### config.mk
export PLATFORM = sky130hd
export DESIGN_NAME = dbg_ctrl
export DESIGN_NICKNAME = d
export VERILOG_FILES = /design/src/source/dbg_ctrl.sv
export SDC_FILE = /design/constraint.sdc
export NUM_CORES = 1
export LEC_CHECK = 0
export BUFFER_PORTS_ARGS = -buffer_cell sky130_fd_sc_hd__buf_4
export CORE_MARGIN = 5
export CORE_UTILIZATION = 35
export DETAILED_ROUTE_END_ITERATION = 7
export PLACE_DENSITY = 0.55
export SETUP_SLACK_MARGIN = 0.3
export SYNTH_ARGS = -nofsm -noshare
export SYNTH_HDL_FRONTEND = slang
export SYNTH_SLANG_ARGS = --single-unit
### constraint.sdc
create_clock -name clk_i -period 4.7 [get_ports clk_i]
set_clock_uncertainty 0.05 [all_clocks]
set_input_delay 0.705 -clock clk_i [delete_from_list [all_inputs] [get_ports clk_i]]
set_output_delay 0.705 -clock clk_i [all_outputs]
set_load 0.05 [all_outputs]
### src/source/dbg_ctrl.sv
/*
 * Debug controller: reset synchronizer for the combined board and
 * debug reset, and the boot window gate on debug requests
 */
`timescale 1ns/1ps

module dbg_ctrl #(
  parameter int unsigned DmiDelCycles = 500
) (
  input  logic clk_i,
  input  logic rst_ni,
  input  logic ndmreset_i,
  input  logic debug_enable_i,
  input  logic debug_req_i,
  output logic core_rst_no,
  output logic debug_req_o
);

  localparam int unsigned CntWidth = (DmiDelCycles > 0) ? $clog2(DmiDelCycles + 1) : 1;

  logic [1:0]          rst_sync_q;
  logic [CntWidth-1:0] del_cnt_q;

  // Board reset asserts at once, ndmreset goes through both flops
  always_ff @(posedge clk_i or negedge rst_ni) begin
    if (!rst_ni) begin
      rst_sync_q <= 2'b00;
    end else begin
      rst_sync_q <= {rst_sync_q[0], ~ndmreset_i};
    end
  end

  assign core_rst_no = rst_sync_q[1];

  // Boot window, only the board reset reloads it
  always_ff @(posedge clk_i or negedge rst_ni) begin
    if (!rst_ni) begin
      del_cnt_q <= CntWidth'(DmiDelCycles);
    end else if (del_cnt_q != '0) begin
      del_cnt_q <= del_cnt_q - 1'b1;
    end
  end

  assign debug_req_o = (del_cnt_q == '0) && debug_enable_i && debug_req_i;

  a_gate_closed : assert property (@(posedge clk_i) disable iff (!rst_ni)
    (del_cnt_q != '0) |-> !debug_req_o);

endmodule

==> results of run 1 <==
-- sequential cells by signal, indices dropped and copies added (netlist names) --
register and count:
del_cnt_q 9, rst_sync_q 2
-- through the flow --
stage               utilization  setup WS, ns  hold WS [ns]  cell area [sq um]
floorplan                     -          2.16         0.281                497
global placement          0.425          2.22         0.292                561
detailed placement        0.425          2.20         0.296                561
CTS                       0.446          1.89         0.201                588
global route              0.446          1.81         0.205                588
finish                    0.446          1.90         0.198                588
-- layer usage --
metal / global-route usage / up-vias / share of wire / wire length [microns]
li1: - / 168 / - / -
met1: 0.109 / 177 / 0.46 / 391
met2: 0.147 / 6 / 0.48 / 411
met3: 0.0263 / 2 / 0.053 / 45
met4: 0.0323 / 0 / 0.0094 / 8
met5: 0 / - / 0 / 0
-- how the worst max path moves through the flow --
stage,to,cells after the start,startpoint
2_1_floorplan,debug_req_o,3,del_cnt_q[3]
3_3_place_gp,debug_req_o,4,del_cnt_q[3]
3_5_place_dp,debug_req_o,4,del_cnt_q[3]
4_1_cts,debug_req_o,4,del_cnt_q[3]
5_1_grt,debug_req_o,4,del_cnt_q[3]
6_report,debug_req_o,4,del_cnt_q[3]
-- logic make-up after synthesis --
group,after synthesis,synth area share
buffers and inverters,3,0.0227
DFF,11,0.569
xor gates and xnor gates,1,0.0176
muxes,2,0.0428
adders and majority gates,1,0.0252
and+or+nand+nor,14,0.196
AOI/OAI and AO/OA,10,0.126
-- power breakdown --
group	total, mW	switching [mW]	internal [mW]
combinational	0.00911	0.00561	0.00350
clock	0.0662	0.0348	0.0315
sequential	0.0959	0.000201	0.0957
total	0.171	0.0406	0.131
-- area by class of cell --
| type | instances | area (sq um) |
|---|---|---|
| timing repair buffer | 6 | 45.0 |
| clock buffer | 3 | 22.5 |
| inverter | 3 | 11.3 |
| clock inverter | 1 | 5.00 |
| fill | 130 | 729 |
| tap | 15 | 18.8 |
| multi-input combinational | 28 | 203 |
| sequential | 11 | 283 |
-- cells in the final DEF (no fill, tap or decap), drive strengths merged --
| cell type | Yosys | layout |
|---|---|---|
| mux2 | 1 | 1 |
| and3 | 1 | 1 |
| or4 | 1 | 1 |
| nor3 | 2 | 2 |
| mux2i | 1 | 1 |
| ha | 1 | 1 |
| dfstp | 6 | 6 |
| o31ai | 2 | 2 |
| clkinv | 0 | 1 |
| nand2 | 1 | 1 |
| xnor2 | 1 | 1 |
| nand2b | 2 | 2 |
| o31a | 1 | 1 |
| o21ai | 6 | 6 |
| buf | 0 | 6 |
| nor2 | 2 | 2 |
| nor4 | 1 | 1 |
| inv | 3 | 3 |
| or2 | 2 | 2 |
| o21bai | 1 | 1 |
| dfrtp | 5 | 5 |
| or3 | 2 | 2 |
| clkbuf | 0 | 3 |
==> impl_results.md, run 1 <==
* CP top delay family: simple AND/OR/NAND/NOR gates
* Synth top area share at 0.317
* CTS Buf Count at 3
* R2R Path Start: del_cnt_q[3]
* Static leakage at ~0.28 nW
* Share of post-route cells with drive strength above 1 at 0.423
* #FFs+latches synth at 11
* GR Overflow Total at 0
* Crit path DAT at between 2 and 2.5 ns
* Reg2reg end: del_cnt_q[1]
* Crit path buffers/inverters at 1
* Total power draw at 171 uW
* Hold crit path type: in2async
* CORE AREA at between 1000 and 1500 sq um
* Via density at between 5 and 6
* Yosys cell types at 20
* Root buf cell: clkbuf_4
* Post-synth EDFFs at 0
* Post-CTS setup buffers at 0
* DIE AREA at ~2300 sq um
* Post-Layout Cell Count at 67
* Max Root-Sink Buffers at 2
* Syn_nets at 48
* Fmax at 0.357 GHz
* Fin. max-slew vios at 0
* Ys async rst share at 1.00
* Status: completed
* DRT Pass-1 Iters at 3
* Area growth syn-to-layout at 18.4%
* WL final at between 800 and 900 microns
* Syn_area_per_cell at roughly 12 sq um
* Min cycle time layout at 2.80 ns
* Num rows at 13
* PortBufs at 6
* CP Launch Type: flip-flop
* R2r setup slk at roughly 3.0 ns
* Die width at about 48 microns
* First-pass GRT wire length at 1360 microns
* Chip height at around 48 microns
* CP Max Fanout at 5
* PostCTS Resize Cnt at 0
* Final setup vio count at 0
* Synthesized area at approximately 500 sq um
* Worst-Skew Late Latency at between 0.2 and 0.3 ns
* Final hold violation count at 0
* Placed cell count at 63
* Total negative slack at 0 ns
* Worst VDD drop at roughly 0.00016 V
* WL per Instance at between 10 and 15 microns
* Antenna viol nets, final at 0
* GRT Total Usage at 0.0885
* Detailed Route Iter0 Violations at 6
* PD cells at 291 nW/um^2
* Unrepaired setup endpoints after global routing: no
* Cts hold-fix bufs at 0
* DRC at 0
* Slowest cell delay on critical path at between 0.5 and 0.6 ns
* Crit path cell chain: or4_4, nor4_4, and3_1, buf_4
* Vias in the first global route at 336
* IO Pins at 7
* Initial antenna violation count at 0
* Clk sinks at 11
* Final period utilization at 0.596
* Starting Density at 0.377
* Max Cap Viol at 0
* Synth top area cells: dfstp_2 (32%), dfrtp_1 (25%), o21ai_0 (6.0%)
* Gate Count Post-Synth at 42
* Ys Warns at 0
* Rel. slew slack at 0.755
* Antenna diodes at 0
* Final net count at between 50 and 60
* CTS tree: built
* H-Tree Depth at 1
* Worst Reg-to-Reg Cells at 3
* Clock Pin Slew Worst Setup and Hold Paths at roughly 0.08 ns
* CP Data Required Time at ~4 ns
* Routed vias at approximately 350
* GP Congestion at between 0.7 and 0.8
* Largest net degree at the start of global routing at 12
* Post-synth top cells: dfstp_2 (6), o21ai_0 (6), dfrtp_1 (5)
* Sequential area share after synthesis at 0.569
* Top_reg_cell synth: dfstp_2
* Leading area contributor after synthesis: dfstp_2
* Worst slew pin tran at ~0.36 ns
* Crit-path slowest cell: or4_4
* Worst Setup End Kind: primary output
* Crit path kind: reg2out
Power figures use the tool's default switching activity.
==> run 2: changes to the inputs <==
--- a/config.mk
+++ b/config.mk
@@ -9,7 +9,7 @@
 export CORE_MARGIN = 5
 export CORE_UTILIZATION = 35
 export DETAILED_ROUTE_END_ITERATION = 7
-export PLACE_DENSITY = 0.55
+export PLACE_DENSITY = 0.57
 export SETUP_SLACK_MARGIN = 0.3
 export SYNTH_ARGS = -nofsm -noshare
 export SYNTH_HDL_FRONTEND = slang
==> constraint.sdc (replaced) <==
create_clock -name clk_i -period 2.4 [get_ports clk_i]
set_clock_uncertainty 0.05 [all_clocks]
set_input_delay 0.36 -clock clk_i [delete_from_list [all_inputs] [get_ports clk_i]]
set_output_delay 0.36 -clock clk_i [all_outputs]
set_load 0.05 [all_outputs]
==> run 2 against run 1 <==
Sequential share of layout area down 3.4 points. Final area is 7.7% higher. Non-clock buffer count up 3. Via count rose by 6.2%. Routed wire length grew 13%. Combinational power up 140%. Setup slack lost 1.6 ns. Clock power is 87% higher.
==> impl_results.md, run 2 (synthesis results as in run 1) <==
* CORE AREA at roughly 1300 sq um
* Final Core Density at 0.481
* Worst Setup End Kind: primary output
* Worst VDD drop at between 0.0003 and 0.0004 V
* Final Worst Setup Slack at between 0.2 and 0.3 ns
* Commonest non-fill, non-tap cell in the layout: buf_4
* GR Overflow Total at 0
* Final hold violation count at 0
* Largest Register: del_cnt_q
* Crit path kind: reg2out
* H-Tree Depth at 1
* Unrepaired setup endpoints after global routing: yes
* Static leakage at 0.298 nW
* Crit path DAT at 1.72 ns
* Fmax at between 0.4 and 0.5 GHz
* Clock Pin Slew Worst Setup and Hold Paths at about 0.070 ns
* DRT Pass-1 Iters at 4
* Via density at approximately 5.4
* Final period utilization at 0.885
* Total power draw at 334 uW
* Post-DP HPWL at just under 700 microns
* Die width at between 40 and 50 microns
* GRT Total Usage at 0.111
* CTS tree: built
* IO Pins at 7
* Reg power frac at 0.563
* Clk sinks at 11
* Vias in the first global route at approximately 400
* Status: completed
* Max Root-Sink Buffers at 2
* Met1 Usage GRT at 0.121
* CP Data Required Time at 1.99 ns
* Comb pwr share at 0.065
* Rel. slew slack at 0.800
* CP Max Fanout at 3
* Antenna diodes at 0
* Routed vias at ~380
* PortBufs at 6
* Largest net degree at the start of global routing at 12
* GP Congestion at roughly 0.77
* Root buf cell: clkbuf_4
* Most frequent cells in the layout: buf_4 (7), o21ai_0 (6), dfstp_2 (6), dfrtp_1 (5)
* PD cells at about 530 nW/um^2
* First-pass GRT wire length at about 1700 microns
* Share of post-route cells with drive strength above 1 at 0.473
* Fin. max-slew vios at 0
* Flip-flop count of the largest register after layout at 9
* NetSw at between 70 and 80 uW
* Internal Dissipation at between 200 and 300 uW
* Max Cap Viol at 0
* DRC at 0
* Starting Density at 0.377
* Worst slew pin tran at 0.298 ns
* DIE AREA at around 2300 sq um
* WL final at 962 microns
* Chip height at approximately 48 microns
* Total negative slack at 0 ns
* CP Launch Type: flip-flop
* Area growth syn-to-layout at 27.5%
* Final net count at 62
* Detailed Route Iter0 Violations at 8
* Clk pwr share at 0.372
* Final setup vio count at 0
* Post-Layout Cell Count at 70
* GRT busiest layer: met2
* Hold crit path type: in2reg
* Switch share at 0.224
* Setup WS pre-CTS at roughly 0.38 ns
* Num rows at 13
* Min cycle time layout at between 2 and 2.5 ns
* Initial antenna violation count at 0
* Antenna viol nets, final at 0
* Worst-Skew Late Latency at between 0.2 and 0.3 ns
* GR met3 Demand/Resource at 0.0564
* Met2 GRT Util at 0.182
* Biggest registers after layout: del_cnt_q (9), rst_sync_q (2)
* WL per Instance at approximately 14 microns
* CTS Buf Count at 3
* Placed cell count at between 60 and 70
[run 2: cell count changes in the layout (fill, tap and decap cells not counted), sizes merged]
cell / change
dlygate4sd3: +1
buf: +2
[run 2: cell type report]
cell class / instances / area (sq um)
clock buffer: 3 / 22.5
tap: 15 / 18.8
sequential: 11 / 283
fill: 131 / 684
clock inverter: 1 / 5.00
timing repair buffer: 9 / 77.6
inverter: 3 / 11.3
multi-input combinational: 28 / 215
[run 2: what timing repair did]
item | 4_1_cts | 5_1_grt
setup endpoints to repair | 1 | 1
hold endpoints to repair | 5 | 0
hold buffers | 1 | 0
pin swaps | 2 | 0
resized for setup | 4 | 1
buffers inserted | 1 | 0
[run 2: final timing paths]
check / slack, ns / cells past startpoint / from / to
min in group asynchronous: 0.41 / 2 / rst_ni / del_cnt_q[3]
worst min-delay path: 0.17 / 2 / ndmreset_i / rst_sync_q[0]
worst max register to register: 0.80 / 4 / del_cnt_q[4] / del_cnt_q[2]
worst min register to register: 0.31 / 0 / rst_sync_q[0] / rst_sync_q[1]
worst max-delay path: 0.27 / 4 / del_cnt_q[4] / debug_req_o
max in group asynchronous: 1.67 / 2 / rst_ni / del_cnt_q[5]
[run 2: power by group through the flow]
stage          clock network, mW  logic [mW]  registers [mW]
5_1_grt                    0.136      0.0236           0.188
2_1_floorplan                  0     0.00431           0.194
3_5_place_dp                   0      0.0187           0.191
3_3_place_gp                   0      0.0185           0.191
4_1_cts                    0.132      0.0224           0.188
6_report                   0.124      0.0218           0.188
[run 2: layer usage]
| metal | wire (microns) | up-vias |
|---|---|---|
| met3 | 44 | 0 |
| met5 | 0 | - |
| met2 | 529 | 10 |
| li1 | - | 175 |
| met1 | 387 | 190 |
| met4 | 0 | 0 |
[run 2: worst max-delay path: stages (launching register included)]
cell and delay [ns]:
dfstp_2 0.38, or4_4 0.55, nor4_4 0.16, and3_4 0.22, buf_8 0.14
[run 2: stage by stage]
| step | instance area (sq um) | hold WS (ns) |
|---|---|---|
| 3_3_place_gp | 569 | 0.148 |
| 5_1_grt | 633 | 0.168 |
| 6_report | 633 | 0.173 |
| 3_5_place_dp | 569 | 0.150 |
| 4_1_cts | 628 | 0.161 |
| 2_1_floorplan | 498 | 0.0144 |
