`src/source/harness_pkg.sv`:
```
/*
 * Shared harness definitions: bus widths and their types, the address
 * map with the CLINT register offsets, the target select enum, the bus
 * request and response structs and a byte-enable merge helper
 */
package harness_pkg;

  // ----------------------------------------------------------------------
  // Bus widths
  // ----------------------------------------------------------------------
  localparam int unsigned AddrWidth  = 32;
  localparam int unsigned DataWidth  = 64;
  localparam int unsigned BeWidth    = DataWidth / 8;
  // Byte lanes inside one data word
  localparam int unsigned ByteOffset = $clog2(BeWidth);

  typedef logic [AddrWidth-1:0] addr_t;
  typedef logic [DataWidth-1:0] data_t;
  typedef logic [BeWidth-1:0]   be_t;

  // ----------------------------------------------------------------------
  // Address map
  // ----------------------------------------------------------------------
  localparam addr_t RomBase     = 32'h0001_0000;
  localparam addr_t RomLength   = 32'h0001_0000;
  localparam addr_t ClintBase   = 32'h0200_0000;
  localparam addr_t ClintLength = 32'h000C_0000;
  // GPIO is not implemented, the window only answers with an error
  localparam addr_t GpioBase    = 32'h4000_0000;
  localparam addr_t GpioLength  = 32'h0000_1000;
  localparam addr_t DramBase    = 32'h8000_0000;
  localparam addr_t DramLength  = 32'h1000_0000;

  // CLINT registers, relative to ClintBase
  localparam addr_t ClintMsipOffset     = 32'h0000_0000;
  localparam addr_t ClintMtimecmpOffset = 32'h0000_4000;
  localparam addr_t ClintMtimeOffset    = 32'h0000_BFF8;

  typedef enum logic [1:0] {
    TGT_ROM,
    TGT_CLINT,
    TGT_DRAM,
    TGT_ERR
  } target_e;

  // Plain strobe bus, answered one cycle later
  typedef struct packed {
    logic  req;
    logic  we;
    addr_t addr;
    be_t   be;
    data_t wdata;
  } bus_req_t;

  typedef struct packed {
    logic  rvalid;
    data_t rdata;
    logic  err;
  } bus_rsp_t;

  // Replace the enabled bytes of a word
  function automatic data_t apply_be(data_t old_data, data_t wdata, be_t be);
    data_t merged;
    merged = old_data;
    for (int unsigned i = 0; i < BeWidth; i++) begin
      if (be[i]) begin
        merged[i*8 +: 8] = wdata[i*8 +: 8];
      end
    end
    return merged;
  endfunction

endpackage
```
`src/source/clint.sv`:
```
/*
 * Core-local interruptor: rtc synchronizer and edge detect, timer
 * counter, timer compare and software-interrupt registers
 */
`timescale 1ns/1ps

module clint import harness_pkg::*; (
  input  logic     clk_i,
  input  logic     rst_ni,
  input  logic     rtc_i,
  input  bus_req_t req_i,
  output data_t    rdata_o,
  output logic     timer_irq_o,
  output logic     ipi_o
);

  logic [2:0]                      rtc_q;
  logic                            rtc_rise;
  addr_t                           offset;
  logic [AddrWidth-1:ByteOffset]   word_off;
  logic                            msip_sel;
  logic                            mtimecmp_sel;
  logic                            mtime_sel;
  logic                            wr_en;
  logic                            msip_q;
  data_t                           mtimecmp_q;
  data_t                           mtime_q;
  data_t                           rdata_q;
  logic                            timer_irq_q;

  // ----------------------------------------------------------------------
  // rtc tick
  // ----------------------------------------------------------------------
  // Two sync flops, third one for the edge
  always_ff @(posedge clk_i or negedge rst_ni) begin
    if (!rst_ni) begin
      rtc_q <= '0;
    end else begin
      rtc_q <= {rtc_q[1:0], rtc_i};
    end
  end

  assign rtc_rise = rtc_q[1] & ~rtc_q[2];

  // ----------------------------------------------------------------------
  // Register decode
  // ----------------------------------------------------------------------
  assign offset       = req_i.addr - ClintBase;
  assign word_off     = offset[AddrWidth-1:ByteOffset];
  assign msip_sel     = (word_off == ClintMsipOffset[AddrWidth-1:ByteOffset]);
  assign mtimecmp_sel = (word_off == ClintMtimecmpOffset[AddrWidth-1:ByteOffset]);
  assign mtime_sel    = (word_off == ClintMtimeOffset[AddrWidth-1:ByteOffset]);
  assign wr_en        = req_i.req && req_i.we;

  always_ff @(posedge clk_i or negedge rst_ni) begin
    if (!rst_ni) begin
      msip_q      <= 1'b0;
      mtimecmp_q  <= '1;
      mtime_q     <= '0;
      timer_irq_q <= 1'b0;
    end else begin
      if (wr_en && msip_sel && req_i.be[0]) begin
        msip_q <= req_i.wdata[0];
      end
      if (wr_en && mtimecmp_sel) begin
        mtimecmp_q <= apply_be(mtimecmp_q, req_i.wdata, req_i.be);
      end
      // Bus write wins over a tick
      if (wr_en && mtime_sel) begin
        mtime_q <= apply_be(mtime_q, req_i.wdata, req_i.be);
      end else if (rtc_rise) begin
        mtime_q <= mtime_q + 1'b1;
      end
      timer_irq_q <= (mtime_q >= mtimecmp_q);
    end
  end

  always_ff @(posedge clk_i) begin
    if (req_i.req && !req_i.we) begin
      if (msip_sel) begin
        rdata_q <= data_t'(msip_q);
      end else if (mtimecmp_sel) begin
        rdata_q <= mtimecmp_q;
      end else if (mtime_sel) begin
        rdata_q <= mtime_q;
      end else begin
        rdata_q <= '0;
      end
    end
  end

  assign rdata_o     = rdata_q;
  assign timer_irq_o = timer_irq_q;
  assign ipi_o       = msip_q;

  // A write of bit zero shows up on ipi_o in the next cycle
  a_ipi_follows_msip : assert property (@(posedge clk_i) disable iff (!rst_ni)
    (wr_en && msip_sel && req_i.be[0]) |=> (ipi_o == $past(req_i.wdata[0])));

endmodule

```
`config.mk`:
```
export PLATFORM = sky130hd
export DESIGN_NAME = clint
export DESIGN_NICKNAME = d
export VERILOG_FILES = /design/src/source/harness_pkg.sv /design/src/source/clint.sv
export SDC_FILE = /design/constraint.sdc
export NUM_CORES = 1
export LEC_CHECK = 0
export ABC_AREA = 1
export BUFFER_PORTS_ARGS = -buffer_cell sky130_fd_sc_hd__buf_2
export CAP_MARGIN = 20
export CORE_ASPECT_RATIO = 1.5
export CORE_MARGIN = 2
export CORE_UTILIZATION = 50
export DETAILED_ROUTE_END_ITERATION = 8
export PLACE_DENSITY = 0.71
export SLEW_MARGIN = 5
export SYNTH_ARGS = -nofsm -noshare
export SYNTH_HDL_FRONTEND = slang
export SYNTH_SLANG_ARGS = --single-unit
```
`constraint.sdc`:
```
create_clock -name clk_i -period 2.25 [get_ports clk_i]
set_input_delay 0.225 -clock clk_i [delete_from_list [all_inputs] [get_ports clk_i]]
set_output_delay 0.225 -clock clk_i [all_outputs]
set_load 0.01 [all_outputs]
```
==> impl_results.md, run 1 <==
- Hold/Removal Path Class: in -> reg
- Critical path class: reg -> reg
- Multi-input gate area: 6630 um2
- Critical Path End Type: flop
- TritonCTS clock tree: done
- Unrepaired setup endpoints after global routing: false
- First-pass GRT wire length: approximately 70000 um
- Slowest CP cell: dfstp_2
- Clk_lat worst skew: around 0.46 ns
- Top cells by count, synth: nand2_1 (624), inv_1 (247), nand3_1 (229)
- # DRC: 0
- Post-Route Skew: roughly 0.0097 ns
- Final-stage net count: 2350
- Die H: 203 um
- Syn_nets: 2068
- R2R depth: 11
- Post-Syn Area per Cell: 6.95 um2
- Initial drt markers: 924
- Critical Path RT: 2.64 ns
- Total Routing Usage GR: 33.2%
- Yosys top cell by area: nand2_1
- Worst Path Arrival: 2.57 ns
- Static Leakage: approximately 0.0080 uW
- Fillers: 2430
- Chip width: 137 um
- Area grow syn2layout: 22.8%
- Count leader, synth: nand2_1
- Max Root-Sink Buffers: 2
- Placed cell count: around 2.4k
- Hold Path Depth: 3
- CP Cell Sequence: inv_1 > ha_1 > nand2_1 > nor2_2 > nand2_1 > nor3_1 > buf_4 > nor3b_1 > buf_4 > nand3_1 > nand3_1
- RR Startpoint: mtimecmp_q[55]$_DFFE_PN1P_
- Slew at the pin closest to its max-slew limit: 0.575 ns
- TNS Setup: 0 ns
- Storage cell area: 5330 um2
- Post-Route WL: 44700 um
- Yosys warning total: 0
- Setup-failing EPs final: 0
- Clk sinks: 197
- VDD IR-drop max: 0.000555 V
- ANT nets after route: 0
- Internal reg-to-reg setup slack: 0.08 ns
- Post-detailed-route wirelength per cell: 17.7 um
- Critical path peak fanout: 2
- Power Density: 474 nW/um2
- Post-route design area: 16200 um2
- Share of layout cells above drive strength 1: 18.2%
- Clock Tree Root: clkbuf_16
- Number of flops mapped to enable cells by yosys: 64
- Vias/cell: 5.37
- Hold Fails Final Rpt: 0
- Pre-CTS setup slack: 0.0564 ns
- Ranking of synthesized cells by area: nand2_1 (18%), edfxtp_1 (15%), dfrtp_1 (13%), dfstp_2 (13%), nand3_1 (8.7%)
- Hold path endpoint: mtimecmp_q[54]$_DFFE_PN1P_
- Row count: 72
- Post-synth top area share: 17.8%
- Core area: roughly 26000 um2
- Die area: ~28000 um2
- Final Cycle Share: 96.6%
- Antenna violations before repair: 0
- Final Critical Period: 2.17 ns
- Distinct cell type count after synthesis: 35
- Vias in the first global route: 13.3k
- Post-synthesis sequential area ratio: 40.5%
- Most used DFF post-synth: dfrtp_1
- Status: complete, no violations
- GPL Wtd Cong: 0.979
- Worst rel slew slack: a little over 60%
- Inserted Diodes: 0
- CTS H-Tree Depth: 4
- Setup WS post-layout: 0.0769 ns
- Global route total overflow: 0
- Worst Hold Launch: req_i[54]
- Area post-placement: around 15000 um2
- DR vias: between 10k and 15k
- Type of origin of the critical path: flop
- Synth Cell Area: 13200 um2
- Clock transition at the registers of the reported paths: ~0.07 ns
- Input/output buffers: ~170
- Detailed Routing Iterations Pass 1: 5
- Pin count of the biggest net entering global routing: 65
- Fmax: 0.460 GHz
- Cells after Synth: 1894
- Ports: around 180
- DP Wirelength: 34700 um
- CTS Buf Count: 17
- Worst r2r dst: timer_irq_o$_DFF_PN0_
- Final Util: a little over three fifths
- Buffers inserted by post-CTS timing repair: 0
- Initial core utilization: between 50% and 60%
- Async SR Flop Fraction: 67.5%
- Slew Limit Fails: 0
- Final Non-Filler Cells: 2522
- CP peak stage delay: 0.53 ns
- Max-cap violation count: 0
- Yosys reg bits: 197
critical path: cells and delay by family (launching register included):
kind | cells | cell delay, ns
and+or+nand+nor | 7 | 0.93
DFF | 1 | 0.53
buffers and inverters | 3 | 0.36
adders and majority gates | 1 | 0.29
per-stage QoR:
step | hold slack (ns) | total power (uW)
2_1_floorplan | -0.0706 | 4160
4_1_cts | 0.000764 | 7710
6_report | 0.0117 | 7670
3_3_place_gp | 0.250 | 4520
3_5_place_dp | 0.252 | 4540
5_1_grt | 0.00257 | 7920
logic make-up (layout without fill, tap and decap cells):
family	count (synthesis)	count (layout)	synth area share, %
AO/OA/AOI/OAI	162	162	6.23
XOR/XNOR	12	12	0.798
adder cells (fa/ha/maj)	65	65	6.18
buffers and inverters	320	615	9.31
flip-flops	197	197	40.5
AND/OR/NAND/NOR	1138	1138	37.0
layer usage:
layer | vias to the layer above | share of wire [%] | global-route usage, %
met4 | 0 | 3.6 | 12.9
met2 | 428 | 53 | 60.8
li1 | 6657 | - | -
met1 | 6370 | 39 | 38.8
met3 | 100 | 4.5 | 4.27
met5 | - | 0 | 0
placed cells by master (no fill, tap or decap), drive strengths merged, types with 20 or more instances in the layout:
cell,instances
nand3,229
a21oi,35
ha,65
edfxtp,64
or2,20
inv,266
dlygate4sd3,46
buf,273
nor2,169
dfstp,64
clkbuf,23
nand4,63
nand2,632
o21ai,123
dfrtp,69
registers in the layout, summed over array words and instances (netlist names):
| name | count |
|---|---|
| mtimecmp_q | 64 |
| rtc_q | 3 |
| mtime_q | 64 |
| ipi_o | 1 |
| rdata_o | 64 |
| timer_irq_o | 1 |
power by group:
group | internal (uW) | switching, uW
Combinational | 299 | 434
Sequential | 3760 | 50.0
Clock | 1710 | 1410
area by class of cell:
class | count | area share [%]
clock inverter | 9 | 0.719
clock buffer | 23 | 2.89
tap | 333 | 2.58
inverter | 264 | 6.12
timing repair buffer | 319 | 13.7
multi-input combinational | 1377 | 41.0
sequential | 197 | 33.0
worst max-delay path by stage:
stage | end | slack (ns) | startpoint
after floorplan | mtime_q[30]$_DFFE_PN0P_ | 0.45 | mtime_q[1]$_DFFE_PN0P_
after global placement | timer_irq_o$_DFF_PN0_ | 0.14 | mtimecmp_q[55]$_DFFE_PN1P_
after detailed placement | timer_irq_o$_DFF_PN0_ | 0.06 | mtimecmp_q[55]$_DFFE_PN1P_
after CTS | timer_irq_o$_DFF_PN0_ | 0.05 | mtimecmp_q[55]$_DFFE_PN1P_
after global routing | timer_irq_o$_DFF_PN0_ | 0.03 | mtimecmp_q[55]$_DFFE_PN1P_
final | timer_irq_o$_DFF_PN0_ | 0.08 | mtimecmp_q[55]$_DFFE_PN1P_
repair_timing:
action | 4_1_cts | 5_1_grt
hold buffers | 46 | 0
setup endpoints to repair | 0 | 3
resized for setup | 0 | 3
hold endpoints to repair | 72 | 0
No activity file was read; power rests on OpenSTA's default activity.
==> run 2, diff against run 1 <==
SETUP_SLACK_MARGIN = 0.1   (was not set)
==> run 2 against run 1 <==
Clock power about the same. Sequential share of layout area down 0.056 points. Non-clock buffer count up 2. Sequential cell count unchanged. Final cell count about the same. Fmax up 4.5%. Critical path type unchanged. Highest routed layer unchanged.
==> impl_results.md, run 2 (synthesis gave the netlist of run 1 again) <==
- First-pass GRT wire length: 70100 um
- Critical Path RT: approximately 2.7 ns
- Power Density: 474 nW/um2
- CP peak stage delay: 0.45 ns
- Input/output buffers: 171
- Setup-failing EPs final: 0
- Placed cell count: 2444
- Clk sinks: 197
- Area grow syn2layout: 23.1%
- Critical Path End Type: flop
- Met3 routed WL: 2000 um
- Initial drt markers: 948
- Status: complete, no violations
- DR vias: about 14k
- CTS H-Tree Depth: 4
- Pin count of the biggest net entering global routing: 65
- VDD IR-drop max: 0.000570 V
- Worst Path Arrival: 2.48 ns
- Hold Fails Final Rpt: 0
- Post-detailed-route wirelength per cell: 17.8 um
- Most common cell on crit path: nand2_1
- # DRC: 0
- Most common cell after layout, fill and taps aside: nand2_1
- Routed wl met2: 23700 um
- Cell family with most CP delay: simple AND/OR/NAND/NOR gates
- Unrepaired setup endpoints after global routing: true
- Clk_lat worst skew: 0.47 ns
- Clock transition at the registers of the reported paths: 0.07 ns
- Max Root-Sink Buffers: 2
- Static Leakage: between 0.008 and 0.009 uW
- Highest metal used: met4
- Most frequent cells in the layout: nand2_1 (623), inv_1 (247), nand3_1 (229), buf_2 (170), nor2_1 (161)
- Row count: ~70
- Slowest CP cell: dfrtp_1
- Hold/Removal Path Class: in -> reg
- Met1 wire length: roughly 18000 um
- CTS Buf Count: 17
- CP Cell Sequence: buf_4 > ha_1 > nand2_1 > nor2_1 > nand2_1 > nor2_1 > nand2_1 > nand2_1 > nand2_1 > nand3_1
- Die H: 203 um
- TritonCTS clock tree: done
- Post-Route Skew: 0.00796 ns
- Vias/cell: 5.38
- Ports: approximately 180
- Vias in the first global route: 13.3k
- Share of layout cells above drive strength 1: 18.5%
- Fmax: 0.481 GHz
- Die area: 27700 um2
- Max-cap violation count: 0
- TNS Setup: 0 ns
- Type of origin of the critical path: flop
- Slew at the pin closest to its max-slew limit: roughly 0.58 ns
- Global route total overflow: 0
- Post-Route WL: 44800 um
- Core area: 25900 um2
- Detailed Routing Iterations Pass 1: 5
- Final Non-Filler Cells: 2524
- DP Wirelength: 34700 um
- Final Critical Period: slightly above 2 ns
- Slew Limit Fails: 0
- Initial core utilization: 50.9%
- Clock Tree Root: clkbuf_16
- Fillers: 2432
- ANT nets after route: 0
- Final-stage net count: 2352
- GPL Wtd Cong: 0.979
- WP buf/inv: 1
- Inserted Diodes: 0
- Critical path class: reg -> reg
- Critical path peak fanout: 5
- Chip width: 137 um
- Worst rel slew slack: 61.3%
- Antenna violations before repair: 0
- Total Routing Usage GR: 33.3%
- Final Cycle Share: 92.4%
## run 2: power breakdown
group / total (uW) / switching, uW / internal, uW / leakage, uW
combinational: 737 / 437 / 300 / 0.00544
sequential: 3810 / 50.1 / 3760 / 0.00229
clock: 3140 / 1430 / 1710 / 0.000285
## run 2: worst reg2reg max path: stages (launching register included)
cell and delay (ns):
dfrtp_1 0.45, buf_4 0.18, ha_1 0.29, nand2_1 0.07
nor2_1 0.16, nand2_1 0.14, nor2_1 0.33, nand2_1 0.09
nand2_1 0.16, nand2_1 0.08, nand3_1 0.08
## run 2: what timing repair did
| action | in CTS | in global routing |
|---|---|---|
| hold buffers | 46 | 1 |
| buffers inserted | 0 | 1 |
| hold endpoints to repair | 72 | 1 |
| resized for setup | 1 | 7 |
| pin swaps | 0 | 1 |
| endpoints found under the setup margin | 1 | 11 |
## run 2: metal layers
metal	track usage [%]	vias up
met1	38.9	6371
met4	12.4	0
met5	0	-
met3	4.27	100
li1	-	6659
met2	60.9	444
## run 2: area by class of cell
type / instances / area, um2 / area share (%)
Clock buffer: 23 / 468 / 2.89
Tap cell: 333 / 417 / 2.57
Inverter: 264 / 991 / 6.11
Timing Repair Buffer: 321 / 2240 / 13.8
Multi-Input combinational cell: 1377 / 6650 / 41.0
Clock inverter: 9 / 116 / 0.718
Sequential cell: 197 / 5330 / 32.9
## run 2: through the flow
step                      worst slack [ns]  hold WS (ns)  total power (uW)  util [%]  area (um2)
final                                0.171       0.00450              7680      62.7       16200
after global routing                0.0968       0.00487              7930      62.7       16200
after CTS                            0.133      0.000764              7710      62.6       16200
after detailed placement            0.0564         0.252              4540      58.5       15100
after global placement               0.136         0.250              4520      58.5       15100
after floorplan                      0.446       -0.0706              4160         -       13200
## run 2: worst paths after layout
check | from | to | slack, ns | cells after the start
hold reg to reg | rtc_q[0]$_DFF_PN0_ | rtc_q[1]$_DFF_PN0_ | 0.41 | 0
min in group asynchronous | rst_ni | mtime_q[13]$_DFFE_PN0P_ | 0.31 | 2
max in group asynchronous | rst_ni | mtimecmp_q[55]$_DFFE_PN1P_ | 1.22 | 3
setup reg to reg | mtime_q[31]$_DFFE_PN0P_ | timer_irq_o$_DFF_PN0_ | 0.17 | 10
hold / removal | req_i[48] | mtimecmp_q[48]$_DFFE_PN1P_ | 0.004 | 3
setup / recovery | mtime_q[31]$_DFFE_PN0P_ | timer_irq_o$_DFF_PN0_ | 0.17 | 10
