===== src/source/harness_pkg.sv =====
/*
 * Shared harness definitions: bus widths and their types, the address
 * map with the CLINT register offsets, the target select enum, the bus
 * request and response structs and a byte-enable merge helper
 */
package harness_pkg;

  // ----------------------------------------------------------------------
  // Bus widths
  // ----------------------------------------------------------------------
  localparam int unsigned AddrWidth  = 32;
  localparam int unsigned DataWidth  = 64;
  localparam int unsigned BeWidth    = DataWidth / 8;
  // Byte lanes inside one data word
  localparam int unsigned ByteOffset = $clog2(BeWidth);

  typedef logic [AddrWidth-1:0] addr_t;
  typedef logic [DataWidth-1:0] data_t;
  typedef logic [BeWidth-1:0]   be_t;

  // ----------------------------------------------------------------------
  // Address map
  // ----------------------------------------------------------------------
  localparam addr_t RomBase     = 32'h0001_0000;
  localparam addr_t RomLength   = 32'h0001_0000;
  localparam addr_t ClintBase   = 32'h0200_0000;
  localparam addr_t ClintLength = 32'h000C_0000;
  // GPIO is not implemented, the window only answers with an error
  localparam addr_t GpioBase    = 32'h4000_0000;
  localparam addr_t GpioLength  = 32'h0000_1000;
  localparam addr_t DramBase    = 32'h8000_0000;
  localparam addr_t DramLength  = 32'h1000_0000;

  // CLINT registers, relative to ClintBase
  localparam addr_t ClintMsipOffset     = 32'h0000_0000;
  localparam addr_t ClintMtimecmpOffset = 32'h0000_4000;
  localparam addr_t ClintMtimeOffset    = 32'h0000_BFF8;

  typedef enum logic [1:0] {
    TGT_ROM,
    TGT_CLINT,
    TGT_DRAM,
    TGT_ERR
  } target_e;

  // Plain strobe bus, answered one cycle later
  typedef struct packed {
    logic  req;
    logic  we;
    addr_t addr;
    be_t   be;
    data_t wdata;
  } bus_req_t;

  typedef struct packed {
    logic  rvalid;
    data_t rdata;
    logic  err;
  } bus_rsp_t;

  // Replace the enabled bytes of a word
  function automatic data_t apply_be(data_t old_data, data_t wdata, be_t be);
    data_t merged;
    merged = old_data;
    for (int unsigned i = 0; i < BeWidth; i++) begin
      if (be[i]) begin
        merged[i*8 +: 8] = wdata[i*8 +: 8];
      end
    end
    return merged;
  endfunction

endpackage

===== src/source/bus_decoder.sv =====
/*
 * Bus decoder: address decode against the harness map, request routing
 * to ROM, CLINT and SRAM, error responder and response multiplexer
 */
`timescale 1ns/1ps

module bus_decoder import harness_pkg::*; (
  input  logic     clk_i,
  input  logic     rst_ni,
  input  bus_req_t bus_req_i,
  output bus_rsp_t bus_rsp_o,
  output bus_req_t rom_req_o,
  output bus_req_t clint_req_o,
  output bus_req_t dram_req_o,
  input  data_t    rom_rdata_i,
  input  data_t    clint_rdata_i,
  input  data_t    dram_rdata_i
);

  target_e tgt_d;
  target_e tgt_q;
  logic    req_q;
  logic    we_q;

  function automatic logic in_window(addr_t addr, addr_t base, addr_t length);
    return (addr >= base) && ((addr - base) < length);
  endfunction

  // ----------------------------------------------------------------------
  // Decode and routing
  // ----------------------------------------------------------------------
  // GPIO and unmapped addresses keep the error target
  always_comb begin
    tgt_d = TGT_ERR;
    if (in_window(bus_req_i.addr, RomBase, RomLength)) begin
      // ROM is read only
      tgt_d = bus_req_i.we ? TGT_ERR : TGT_ROM;
    end else if (in_window(bus_req_i.addr, ClintBase, ClintLength)) begin
      tgt_d = TGT_CLINT;
    end else if (in_window(bus_req_i.addr, DramBase, DramLength)) begin
      tgt_d = TGT_DRAM;
    end
  end

  always_comb begin
    rom_req_o       = bus_req_i;
    clint_req_o     = bus_req_i;
    dram_req_o      = bus_req_i;
    rom_req_o.req   = bus_req_i.req && (tgt_d == TGT_ROM);
    clint_req_o.req = bus_req_i.req && (tgt_d == TGT_CLINT);
    dram_req_o.req  = bus_req_i.req && (tgt_d == TGT_DRAM);
  end

  // ----------------------------------------------------------------------
  // Response
  // ----------------------------------------------------------------------
  always_ff @(posedge clk_i or negedge rst_ni) begin
    if (!rst_ni) begin
      req_q <= 1'b0;
      we_q  <= 1'b0;
      tgt_q <= TGT_ERR;
    end else begin
      req_q <= bus_req_i.req;
      if (bus_req_i.req) begin
        we_q  <= bus_req_i.we;
        tgt_q <= tgt_d;
      end
    end
  end

  // Writes and errors return zero data
  always_comb begin
    bus_rsp_o.rvalid = req_q;
    bus_rsp_o.err    = req_q && (tgt_q == TGT_ERR);
    bus_rsp_o.rdata  = '0;
    if (req_q && !we_q) begin
      case (tgt_q)
        TGT_ROM:   bus_rsp_o.rdata = rom_rdata_i;
        TGT_CLINT: bus_rsp_o.rdata = clint_rdata_i;
        TGT_DRAM:  bus_rsp_o.rdata = dram_rdata_i;
        default:   bus_rsp_o.rdata = '0;
      endcase
    end
  end

  a_rsp_after_req : assert property (@(posedge clk_i) disable iff (!rst_ni)
    bus_rsp_o.rvalid |-> $past(bus_req_i.req));

endmodule


===== config.mk =====
export PLATFORM = sky130hd
export DESIGN_NAME = bus_decoder
export DESIGN_NICKNAME = d
export VERILOG_FILES = /design/src/source/harness_pkg.sv /design/src/source/bus_decoder.sv
export SDC_FILE = /design/constraint.sdc
export NUM_CORES = 1
export LEC_CHECK = 0
export ABC_AREA = 1
export BUFFER_PORTS_ARGS = -buffer_cell sky130_fd_sc_hd__clkbuf_2
export CAP_MARGIN = 30
export CORE_AREA = 2 2 264 266
export CTS_CLUSTER_SIZE = 8
export DETAILED_ROUTE_END_ITERATION = 12
export DIE_AREA = 0 0 266 268
export PLACE_DENSITY_LB_ADDON = 0.08
export SLEW_MARGIN = 5
export SYNTH_ARGS = -nofsm -noshare
export SYNTH_HDL_FRONTEND = slang
export SYNTH_SLANG_ARGS = --single-unit

===== constraint.sdc =====
create_clock -name clk_i -period 3.3 [get_ports clk_i]
set_clock_uncertainty 0.15 [all_clocks]
set_input_delay 0.33 -clock clk_i [delete_from_list [all_inputs] [get_ports clk_i]]
set_output_delay 0.33 -clock clk_i [all_outputs]
set_load 0.02 [all_outputs]

==> summary.md, run 1 <==
| Metric | Value |
|---|---|
| Run status | completed |
| Cts repair resizes | 0 |
| Area delta synth->final | 10.5% |
| Inserted Clock Buffers | 3 |
| Via/cell ratio | 2.64 |
| Hold Violations, Final | 0 |
| Startpoint Class | flip-flop |
| Slew margin rel. | 60.4% |
| GRT Overall Usage | 5.95% |
| CTS tree | built |
| Post-layout min period | 2.62 ns |
| WHS Endpoint | req_q |
| Final nets | 1131 |
| Routed Antenna Nets | 0 |
| Critical Path RT | 2.82 ns |
| Worst r2r dst | tgt_q[1] |
| Synthesized area | 0.00454 sq mm |
| Worst Setup Path Type | reg -> out |
| Netlist cell types | 20 |
| Gp weighted congestion | 0.686 |
| CP max FO | 19 |
| Die area | 0.0713 sq mm |
| Peak supply drop | 129 uV |
| Syn Nets | 1121 |
| Cells after Synth | 819 |
| Ys Warns | 0 |
| IO Port Bufs | 331 |
| Seq/Total Area, Yosys | 2.26% |
| CTS sink count | 4 |
| Global-route wire length before repair | 31.4 mm |
| Grt ovf | 0 |
| Fillers | 8229 |
| Post-DP HPWL | 19.3 mm |
| RSZ-0062 raised after global routing | no |
| First-pass detailed-route iteration total | 4 |
| Most frequent cells in the layout | clkbuf_2 (331), nand2_1 (293), inv_1 (81), nand3_1 (69), nor2_1 (15) |
| Storage cell area | 103 sq um |
| CTS Buffer Depth | 2 |
| Remaining routing DRC violations | 0 |
| Max-cap check violation count | 0 |
| Initial detailed-routing violation count | 96 |
| WL final | 23.0 mm |
| Vias | 4511 |
| # rows | 96 |
| Pwr Density | 170 mW/mm^2 |
| Clk Latency, worst-skew pair | 0.22 ns |
| IO Pins | 684 |
| P_leak | 3.01 nW |
| Hold_sp | bus_req_i[105] |
| Finish-stage setup viols | 0 |
| Area occupied by multi-input gates | 0.00162 sq mm |
| Vias in the first global route | 4779 |
| Worst Hold Depth | 1 |
| Average wire per standard cell | 13.4 um |
| Pin count of the biggest net entering global routing | 52 |
| Flop-to-flop setup slack | 2.35 ns |
| Synthesis-stage register bit count | 4 |
| Worst Setup End Kind | output pin |
| Diodes inserted | 0 |
| Setup total negative slack | 0 ns |
| Worst reg-to-reg path cell count | 2 |
| Fmax | 0.382 GHz |
| Hold Slack | 0.179 ns |
| Tcrit/Tclk final | 79.3% |
| Ratio of cells with drive above 1 in the final layout | 42.9% |
| H-tree depth | 1 |
| Worst-margin pin slew | 0.593 ns |
| Antenna violations before repair | 2 |
| Root Driver | clkbuf_16 |
| Commonest non-fill, non-tap cell in the layout | clkbuf_2 |
| Setup Buffers After CTS | 0 |
| Initial Util | 6.66% |
| Avg Cell Area, Syn | 5.55 sq um |
| Core box area | 0.0682 sq mm |
| Final slew viol count | 0 |
| RR Startpoint | tgt_q[1] |
| Clk slew on worst S/H paths | 0.03 ns |
| Hold Crit Class | in -> reg |
| Die height | 268 um |
| Arr. time, crit path | 2.14 ns |
| Die X | 266 um |
## critical path, cell delays in order (launching register included)
cell and delay, ns:
dfstp_2 0.61, nand2_1 0.09, inv_2 0.44, buf_4 0.29, nand2_1 0.06, nand3_1 0.07
nand2_1 0.08, inv_1 0.08, clkbuf_2 0.16
## how the worst max path moves through the flow
stage	start	endpoint	slack, ns	cells past startpoint
finish	tgt_q[1]	bus_rsp_o[45]	0.68	8
global route	tgt_q[0]	bus_rsp_o[1]	0.40	8
CTS	tgt_q[1]	bus_rsp_o[33]	0.53	8
detailed placement	bus_req_i[97]	clint_req_o[105]	0.77	13
global placement	bus_req_i[97]	clint_req_o[105]	0.76	13
floorplan	bus_req_i[97]	clint_req_o[105]	1.25	11
## power breakdown
group / internal [mW] / switching [mW] / leakage (nW)
registers: 0.0545 / 0.00552 / 0.0449
logic: 0.224 / 0.373 / 2.93
clock network: 0.160 / 0.0352 / 0.0382
## cells by family (layout without fill, tap and decap cells)
| group | after synthesis | in the layout | synth area share [%] |
|---|---|---|---|
| AND/OR/NAND/NOR | 386 | 386 | 34.5 |
| adder cells (fa/ha/maj) | 2 | 2 | 0.551 |
| AO/OA/AOI/OAI | 4 | 4 | 0.441 |
| flip-flops | 4 | 4 | 2.26 |
| buffers and inverters | 423 | 432 | 62.3 |
## state kept, by name (all words and copies together) (netlist names)
signal and count:
req_q 1, we_q 1, tgt_q 2
## final cells by class
cell class,count,area share (%)
timing repair buffer,345,35.9
multi-input combinational,392,32.3
tap,882,22.0
inverter,83,6.21
sequential,4,2.04
clock buffer,4,1.57
## Yosys cell counts
library cell / n / share of area [%]
buf_2: 7 / 0.77
ha_1: 2 / 0.55
clkbuf_1: 5 / 0.41
nor2_4: 2 / 0.50
dfstp_2: 2 / 1.2
nor2_1: 16 / 1.3
dfrtp_1: 2 / 1.1
nor3b_1: 1 / 0.17
nand4_1: 1 / 0.14
o21ai_0: 1 / 0.11
inv_2: 2 / 0.17
inv_1: 81 / 6.7
nor3_1: 1 / 0.11
nor2_2: 1 / 0.14
nand3b_1: 1 / 0.17
nand2_1: 293 / 24
nand3_1: 69 / 7.6
buf_4: 328 / 54
a21oi_1: 3 / 0.33
and3_1: 1 / 0.14
## metal layers
metal  part of all wire (%)  up-vias  track usage [%]
met5                   0.12        -                0
met4                    2.5        4             1.56
met3                     15       56             3.63
met2                     48      385             10.4
met1                     35     1930             5.98
li1                       -     2136                -
## per-stage QoR
step / instances / setup WS (ns) / power [mW] / cell area (sq um) / util, %
finish: 1710 / 0.683 / 0.852 / 5020 / 7.35
CTS: 1710 / 0.533 / 0.888 / 5020 / 7.35
global route: 1710 / 0.405 / 0.945 / 5020 / 7.35
detailed placement: 1705 / 0.771 / 0.686 / 4930 / 7.22
global placement: 1705 / 0.757 / 0.697 / 4930 / 7.22
floorplan: 819 / 1.25 / 0.871 / 4540 / -
## what timing repair did
item                                   4_1_cts  5_1_grt
endpoints found under the hold margin        4        0
hold buffers                                 1        0
setup endpoints to repair                    0        0
No activity file was read; power rests on OpenSTA's default activity.
==> inputs of run 2 (changes only) <==
--- a/config.mk
+++ b/config.mk
@@ -8,10 +8,10 @@
 export ABC_AREA = 1
 export BUFFER_PORTS_ARGS = -buffer_cell sky130_fd_sc_hd__clkbuf_2
 export CAP_MARGIN = 30
-export CORE_AREA = 2 2 264 266
+export CORE_AREA = 2 2 265 267
 export CTS_CLUSTER_SIZE = 8
 export DETAILED_ROUTE_END_ITERATION = 12
-export DIE_AREA = 0 0 266 268
+export DIE_AREA = 0 0 267 269
 export PLACE_DENSITY_LB_ADDON = 0.08
 export SLEW_MARGIN = 5
 export SYNTH_ARGS = -nofsm -noshare
==> constraint.sdc (replaced) <==
create_clock -name clk_i -period 2.6 [get_ports clk_i]
set_clock_uncertainty 0.15 [all_clocks]
set_input_delay 0.26 -clock clk_i [delete_from_list [all_inputs] [get_ports clk_i]]
set_output_delay 0.26 -clock clk_i [all_outputs]
set_load 0.02 [all_outputs]
==> run 2 against run 1 <==
Sequential power rose by 28%. Sequential cell count unchanged. Worst hold slack worse by 0.099 ns. Count of clock-buffer cells in the layout is the same. Critical path depth up 1. Sequential share of layout area is essentially flat. Die area rose by 0.75%. Via count is 1.8% lower. Register-to-register slack worse by 0.72 ns. First-iteration DRC count rose by 15%. Critical path type unchanged. Critical endpoint is now bus_rsp_o[16].
==> summary.md, run 2 (synthesized netlist as in run 1, its figures left out) <==
| Metric | Value |
|---|---|
| Run status | completed |
| Die area | 0.0718 sq mm |
| Flop-to-flop setup slack | 1.63 ns |
| P_leak | 3.01 nW |
| Grt ovf | 0 |
| RR Startpoint | tgt_q[1] |
| Final nets | 1128 |
| Finish-stage setup viols | 0 |
| Dpl ws | 0.281 ns |
| GRT Overall Usage | 5.23% |
| Initial Util | 6.55% |
| Largest Register | tgt_q |
| Power share of the sequential group | 7.1% |
| Die X | 267 um |
| Die height | 269 um |
| Commonest non-fill, non-tap cell in the layout | clkbuf_2 |
| Fmax | 0.434 GHz |
| Worst-margin pin slew | 0.544 ns |
| CTS tree | built |
| First-pass detailed-route iteration total | 6 |
| Vias | 4430 |
| Peak supply drop | 164 uV |
| Critical Path RT | 2.19 ns |
| Clock network fraction of total power | 22.8% |
| Vias in the first global route | 4392 |
| Net Sw Power | 0.520 mW |
| Crit. Startpoint | tgt_q[0] |
| Final slew viol count | 0 |
| Max reg flops | 2 |
| Routed Antenna Nets | 0 |
| Inserted Clock Buffers | 3 |
| Tcrit/Tclk final | 88.6% |
| Worst reg-to-reg path cell count | 2 |
| Pin count of the biggest net entering global routing | 50 |
| CP max FO | 36 |
| Remaining routing DRC violations | 0 |
| RSZ-0062 raised after global routing | no |
| Area delta synth->final | 12.1% |
| Net Sw Frac | 48.2% |
| Setup total negative slack | 0 ns |
| Post-layout min period | 2.30 ns |
| Via/cell ratio | 2.51 |
| Hold Violations, Final | 0 |
| Global-route wire length before repair | 28.3 mm |
| Worst Setup End Kind | output pin |
| WL final | 20.9 mm |
| CTS Buffer Depth | 2 |
| CP endpoint | bus_rsp_o[16] |
| Worst r2r dst | tgt_q[1] |
| # rows | 97 |
| Placement Cell Area | 0.00500 sq mm |
| Diodes inserted | 0 |
| Arr. time, crit path | 1.89 ns |
| Slew margin rel. | 63.7% |
| H-tree depth | 1 |
| CTS sink count | 4 |
| Startpoint Class | flip-flop |
| Most frequent cells in the layout | clkbuf_2 (331), nand2_1 (293), inv_1 (81), nand3_1 (69), nor2_1 (15) |
| IO Pins | 684 |
| Finished Cell Area | 0.00509 sq mm |
| Final worst setup slack | 0.295 ns |
| Max-cap check violation count | 0 |
| Top flop regs | tgt_q: 2 flops, req_q: 1 flops, we_q: 1 flops |
| Setup Buffers After CTS | 0 |
| Int Power | 0.559 mW |
| Average wire per standard cell | 11.8 um |
| Initial detailed-routing violation count | 110 |
| Antenna violations before repair | 0 |
| IO Port Bufs | 331 |
| Comb power frac | 70.1% |
| Fillers | 8345 |
| Post-route insts no fill | 1765 |
| Clk Latency, worst-skew pair | 0.22 ns |
| DP Cell Count | 1760 |
| Ratio of cells with drive above 1 in the final layout | 42.7% |
| Post-DP HPWL | 17.2 mm |
| Clk slew on worst S/H paths | 0.03 ns |
| Root Driver | clkbuf_16 |
| Hold Slack | 0.0799 ns |
| Hold Crit Class | in -> reg |
| Gp weighted congestion | 0.711 |
| Pwr Density | 212 mW/mm^2 |
| Worst Setup Path Type | reg -> out |
| Core box area | 0.0693 sq mm |
[run 2: worst min path at each step]
stage	start	to	slack, ns	cells past startpoint
2_1_floorplan	rst_ni	req_q	-0.19	0
3_3_place_gp	rst_ni	req_q	-0.06	1
3_5_place_dp	rst_ni	req_q	-0.07	1
4_1_cts	bus_req_i[105]	req_q	0.08	1
5_1_grt	bus_req_i[105]	req_q	0.08	1
6_report	bus_req_i[105]	req_q	0.08	1
[run 2: what timing repair did]
action	CTS	global route
resized for setup	0	0
hold endpoints to repair	4	0
hold buffers	1	0
[run 2: cell type report]
class                           instances  area (sq um)  share of cell area [%]
Tap cell                              940          1180                    23.1
Sequential cell                         4           103                    2.01
Inverter                               83           312                    6.12
Multi-Input combinational cell        392          1620                    31.8
Clock buffer                            4          78.8                    1.55
Timing Repair Buffer                  342          1800                    35.4
[run 2: power groups by stage]
| stage | clock (mW) | sequential (mW) | combinational [mW] |
|---|---|---|---|
| after detailed placement | 0 | 0.0786 | 0.782 |
| after global placement | 0 | 0.0785 | 0.801 |
| after floorplan | 0 | 0.0745 | 1.03 |
| after global routing | 0.256 | 0.0780 | 0.848 |
| after CTS | 0.251 | 0.0780 | 0.790 |
| final | 0.246 | 0.0770 | 0.756 |
[run 2: per-layer routing]
layer	global-route usage [%]	vias up	share of wire (%)
li1	-	2129	-
met1	5.40	1882	37
met5	0	-	0
met2	9.38	374	48
met3	2.53	45	12
met4	1.44	0	2.5
[run 2: worst max-delay path, cell delays in order (launching register included)]
cell and delay [ns]:
dfstp_2 0.59, inv_2 0.07, nor2_4 0.12, buf_12 0.23, buf_4 0.22, nand2_1 0.06, nand3_1 0.11, nand2_1 0.06
inv_1 0.06, clkbuf_2 0.16
[run 2: metrics by stage]
stage | power, mW | util, %
2_1_floorplan | 1.11 | -
3_3_place_gp | 0.880 | 7.22
6_report | 1.08 | 7.35
4_1_cts | 1.12 | 7.35
5_1_grt | 1.18 | 7.35
3_5_place_dp | 0.861 | 7.22
==> inputs of run 3 (changes only) <==
==> constraint.sdc (replaced) <==
create_clock -name clk_i -period 2.6 [get_ports clk_i]
set_clock_uncertainty 0.15 [all_clocks]
set_input_delay 0.78 -clock clk_i [delete_from_list [all_inputs] [get_ports clk_i]]
set_output_delay 0.78 -clock clk_i [all_outputs]
set_load 0.02 [all_outputs]
==> run 3 against run 2 <==
Count of clock-buffer cells in the layout did not move. Final cell count increased by 4.7%. The flow now finishes with violations (negative setup slack). Sequential share of layout area fell by 0.76 points. Register-to-register slack got worse by 0.08 ns. Largest power group unchanged. Global-route usage rose by 1.5 points. Largest cell class unchanged. First-iteration DRC count is 16% higher.
==> summary.md, run 3 (synthesized netlist as in run 1, its figures left out) <==
| Metric | Value |
|---|---|
| Max reg flops | 2 |
| Finish-stage setup viols | 64 |
| Post-DP HPWL | 19.7 mm |
| Max-cap check violation count | 0 |
| Most frequent cells in the layout | clkbuf_2 (262), nand2_1 (126), nand2_2 (84), nand2_4 (83), nand3_2 (61) |
| WL final | 26.4 mm |
| Tcrit/Tclk final | 117% |
| CP max FO | 3 |
| Remaining routing DRC violations | 0 |
| Violated checks | negative setup slack |
| CTS sink count | 4 |
| Final slew viol count | 0 |
| Fmax | 0.328 GHz |
| Die height | 269 um |
| IO Pins | 684 |
| Worst Setup Path Type | in -> out |
| Dpl ws | -0.699 ns |
| Clk slew on worst S/H paths | 0.03 ns |
| Placement Cell Area | 0.00551 sq mm |
| Die area | 0.0718 sq mm |
| Final Core Density | 11.8% |
| Startpoint Class | input pin |
| Finished Cell Area | 0.00818 sq mm |
| Grt ovf | 0 |
| Ratio of cells with drive above 1 in the final layout | 78.7% |
| Largest Register | tgt_q |
| First-pass detailed-route iteration total | 4 |
| Worst Setup End Kind | output pin |
| Area delta synth->final | 80.2% |
| Pwr Density | 208 mW/mm^2 |
| Run status | finished with violations |
| GRT Overall Usage | 6.68% |
| Commonest non-fill, non-tap cell in the layout | clkbuf_2 |
| Pin count of the biggest net entering global routing | 31 |
| Hold Crit Class | in -> async |
| Via/cell ratio | 2.67 |
| Worst-margin pin slew | 0.270 ns |
| Vias in the first global route | 5104 |
| Diodes inserted | 0 |
| Root Driver | clkbuf_16 |
| IO Port Bufs | 331 |
| Number of buffers and inverters on the critical path | 5 |
| H-tree depth | 1 |
| Average wire per standard cell | 14.3 um |
| Arr. time, crit path | 2.12 ns |
| Inserted Clock Buffers | 3 |
| # rows | 97 |
| Area occupied by multi-input gates | 0.00286 sq mm |
| Initial Util | 6.55% |
| CTS tree | built |
| Hold Violations, Final | 0 |
| Top flop regs | tgt_q: 2 flops, req_q: 1 flops, we_q: 1 flops |
| CP cell instances | clkbuf_16 > inv_16 > ha_4 > inv_2 > nand2_2 > nand2_1 > nor2_1 > nand2_1 > inv_1 > nand2_2 > nor2_4 > nand3_2 > nand2_1 > nand2_2 > nor2_4 > buf_8 |
| Final worst setup slack | -0.452 ns |
| Die X | 267 um |
| Routed Antenna Nets | 0 |
| Core box area | 0.0693 sq mm |
| Slowest cell on crit path | clkbuf_16 |
| Slew margin rel. | 81.9% |
| DP Cell Count | 1809 |
| Gp weighted congestion | 0.690 |
| Vias | 4928 |
| Initial detailed-routing violation count | 128 |
| RSZ-0062 raised after global routing | yes |
| P_leak | 4.70 nW |
| Clk Latency, worst-skew pair | 0.22 ns |
| Critical Path RT | 1.67 ns |
| Peak supply drop | 128 uV |
| Fillers | 8107 |
| Post-layout min period | 3.05 ns |
| Antenna violations before repair | 1 |
| Storage cell area | 103 sq um |
| Global-route wire length before repair | 35.0 mm |
| Worst path max stage delay | 0.14 ns |
| CTS Buffer Depth | 2 |
| Delay-heaviest family, CP | simple AND/OR/NAND/NOR gates |
| Final nets | 1211 |
| Hold-fix buffers, CTS | 0 |
| Post-route insts no fill | 1848 |
-- run 3: cell count changes in the layout (fill, tap and decap cells not counted), sizes merged --
cell	previous run	this run
buf	10	139
clkbuf	335	290
dlygate4sd3	1	0
-- run 3: area by class of cell --
class	instances	share of cell area (%)
Clock buffer	4	0.963
Multi-Input combinational cell	392	35.0
Inverter	83	4.19
Tap cell	940	14.4
Timing Repair Buffer	425	44.3
Sequential cell	4	1.25
-- run 3: worst paths after layout --
check	start	endpoint	slack [ns]	cells after the start
max	bus_req_i[98]	clint_req_o[105]	-0.45	16
min	rst_ni	req_q	0.21	1
max reg2reg	tgt_q[0]	tgt_q[0]	1.55	4
min reg2reg	we_q	we_q	0.39	2
max in group asynchronous	rst_ni	tgt_q[0]	1.88	1
min in group clk_i	we_q	we_q	0.39	2
-- run 3: worst register-to-register path: stages (launching register included) --
cell	delay [ns]
dfstp_2	0.54
buf_6	0.10
buf_4	0.10
nand2_1	0.05
nand2_1	0.06
-- run 3: power breakdown --
group | total [mW] | internal, mW | switching, mW
Clock | 0.248 | 0.203 | 0.0454
Sequential | 0.0737 | 0.0691 | 0.00468
Combinational | 1.38 | 0.665 | 0.719
-- run 3: stage by stage --
step / power (mW) / hold slack, ns / setup TNS (ns)
detailed placement: 0.962 / 0.340 / -1.49
floorplan: 1.11 / 0.293 / -0.253
finish: 1.70 / 0.207 / -5.34
global placement: 0.979 / 0.347 / -1.53
CTS: 1.64 / 0.215 / -7.56
global route: 1.83 / 0.212 / -10.49
-- run 3: layer usage --
metal / part of all wire [%] / track usage (%) / up-vias
li1: - / - / 2311
met1: 37 / 7.15 / 2145
met2: 47 / 11.1 / 427
met3: 15 / 4.25 / 43
met4: 1.8 / 1.32 / 2
met5: 0.038 / 0.203 / -
-- run 3: what timing repair did --
item | 4_1_cts | 5_1_grt
gates cloned | 11 | 1
buffers inserted | 26 | 4
setup endpoints to repair | 61 | 67
resized for setup | 407 | 201
pin swaps | 92 | 65
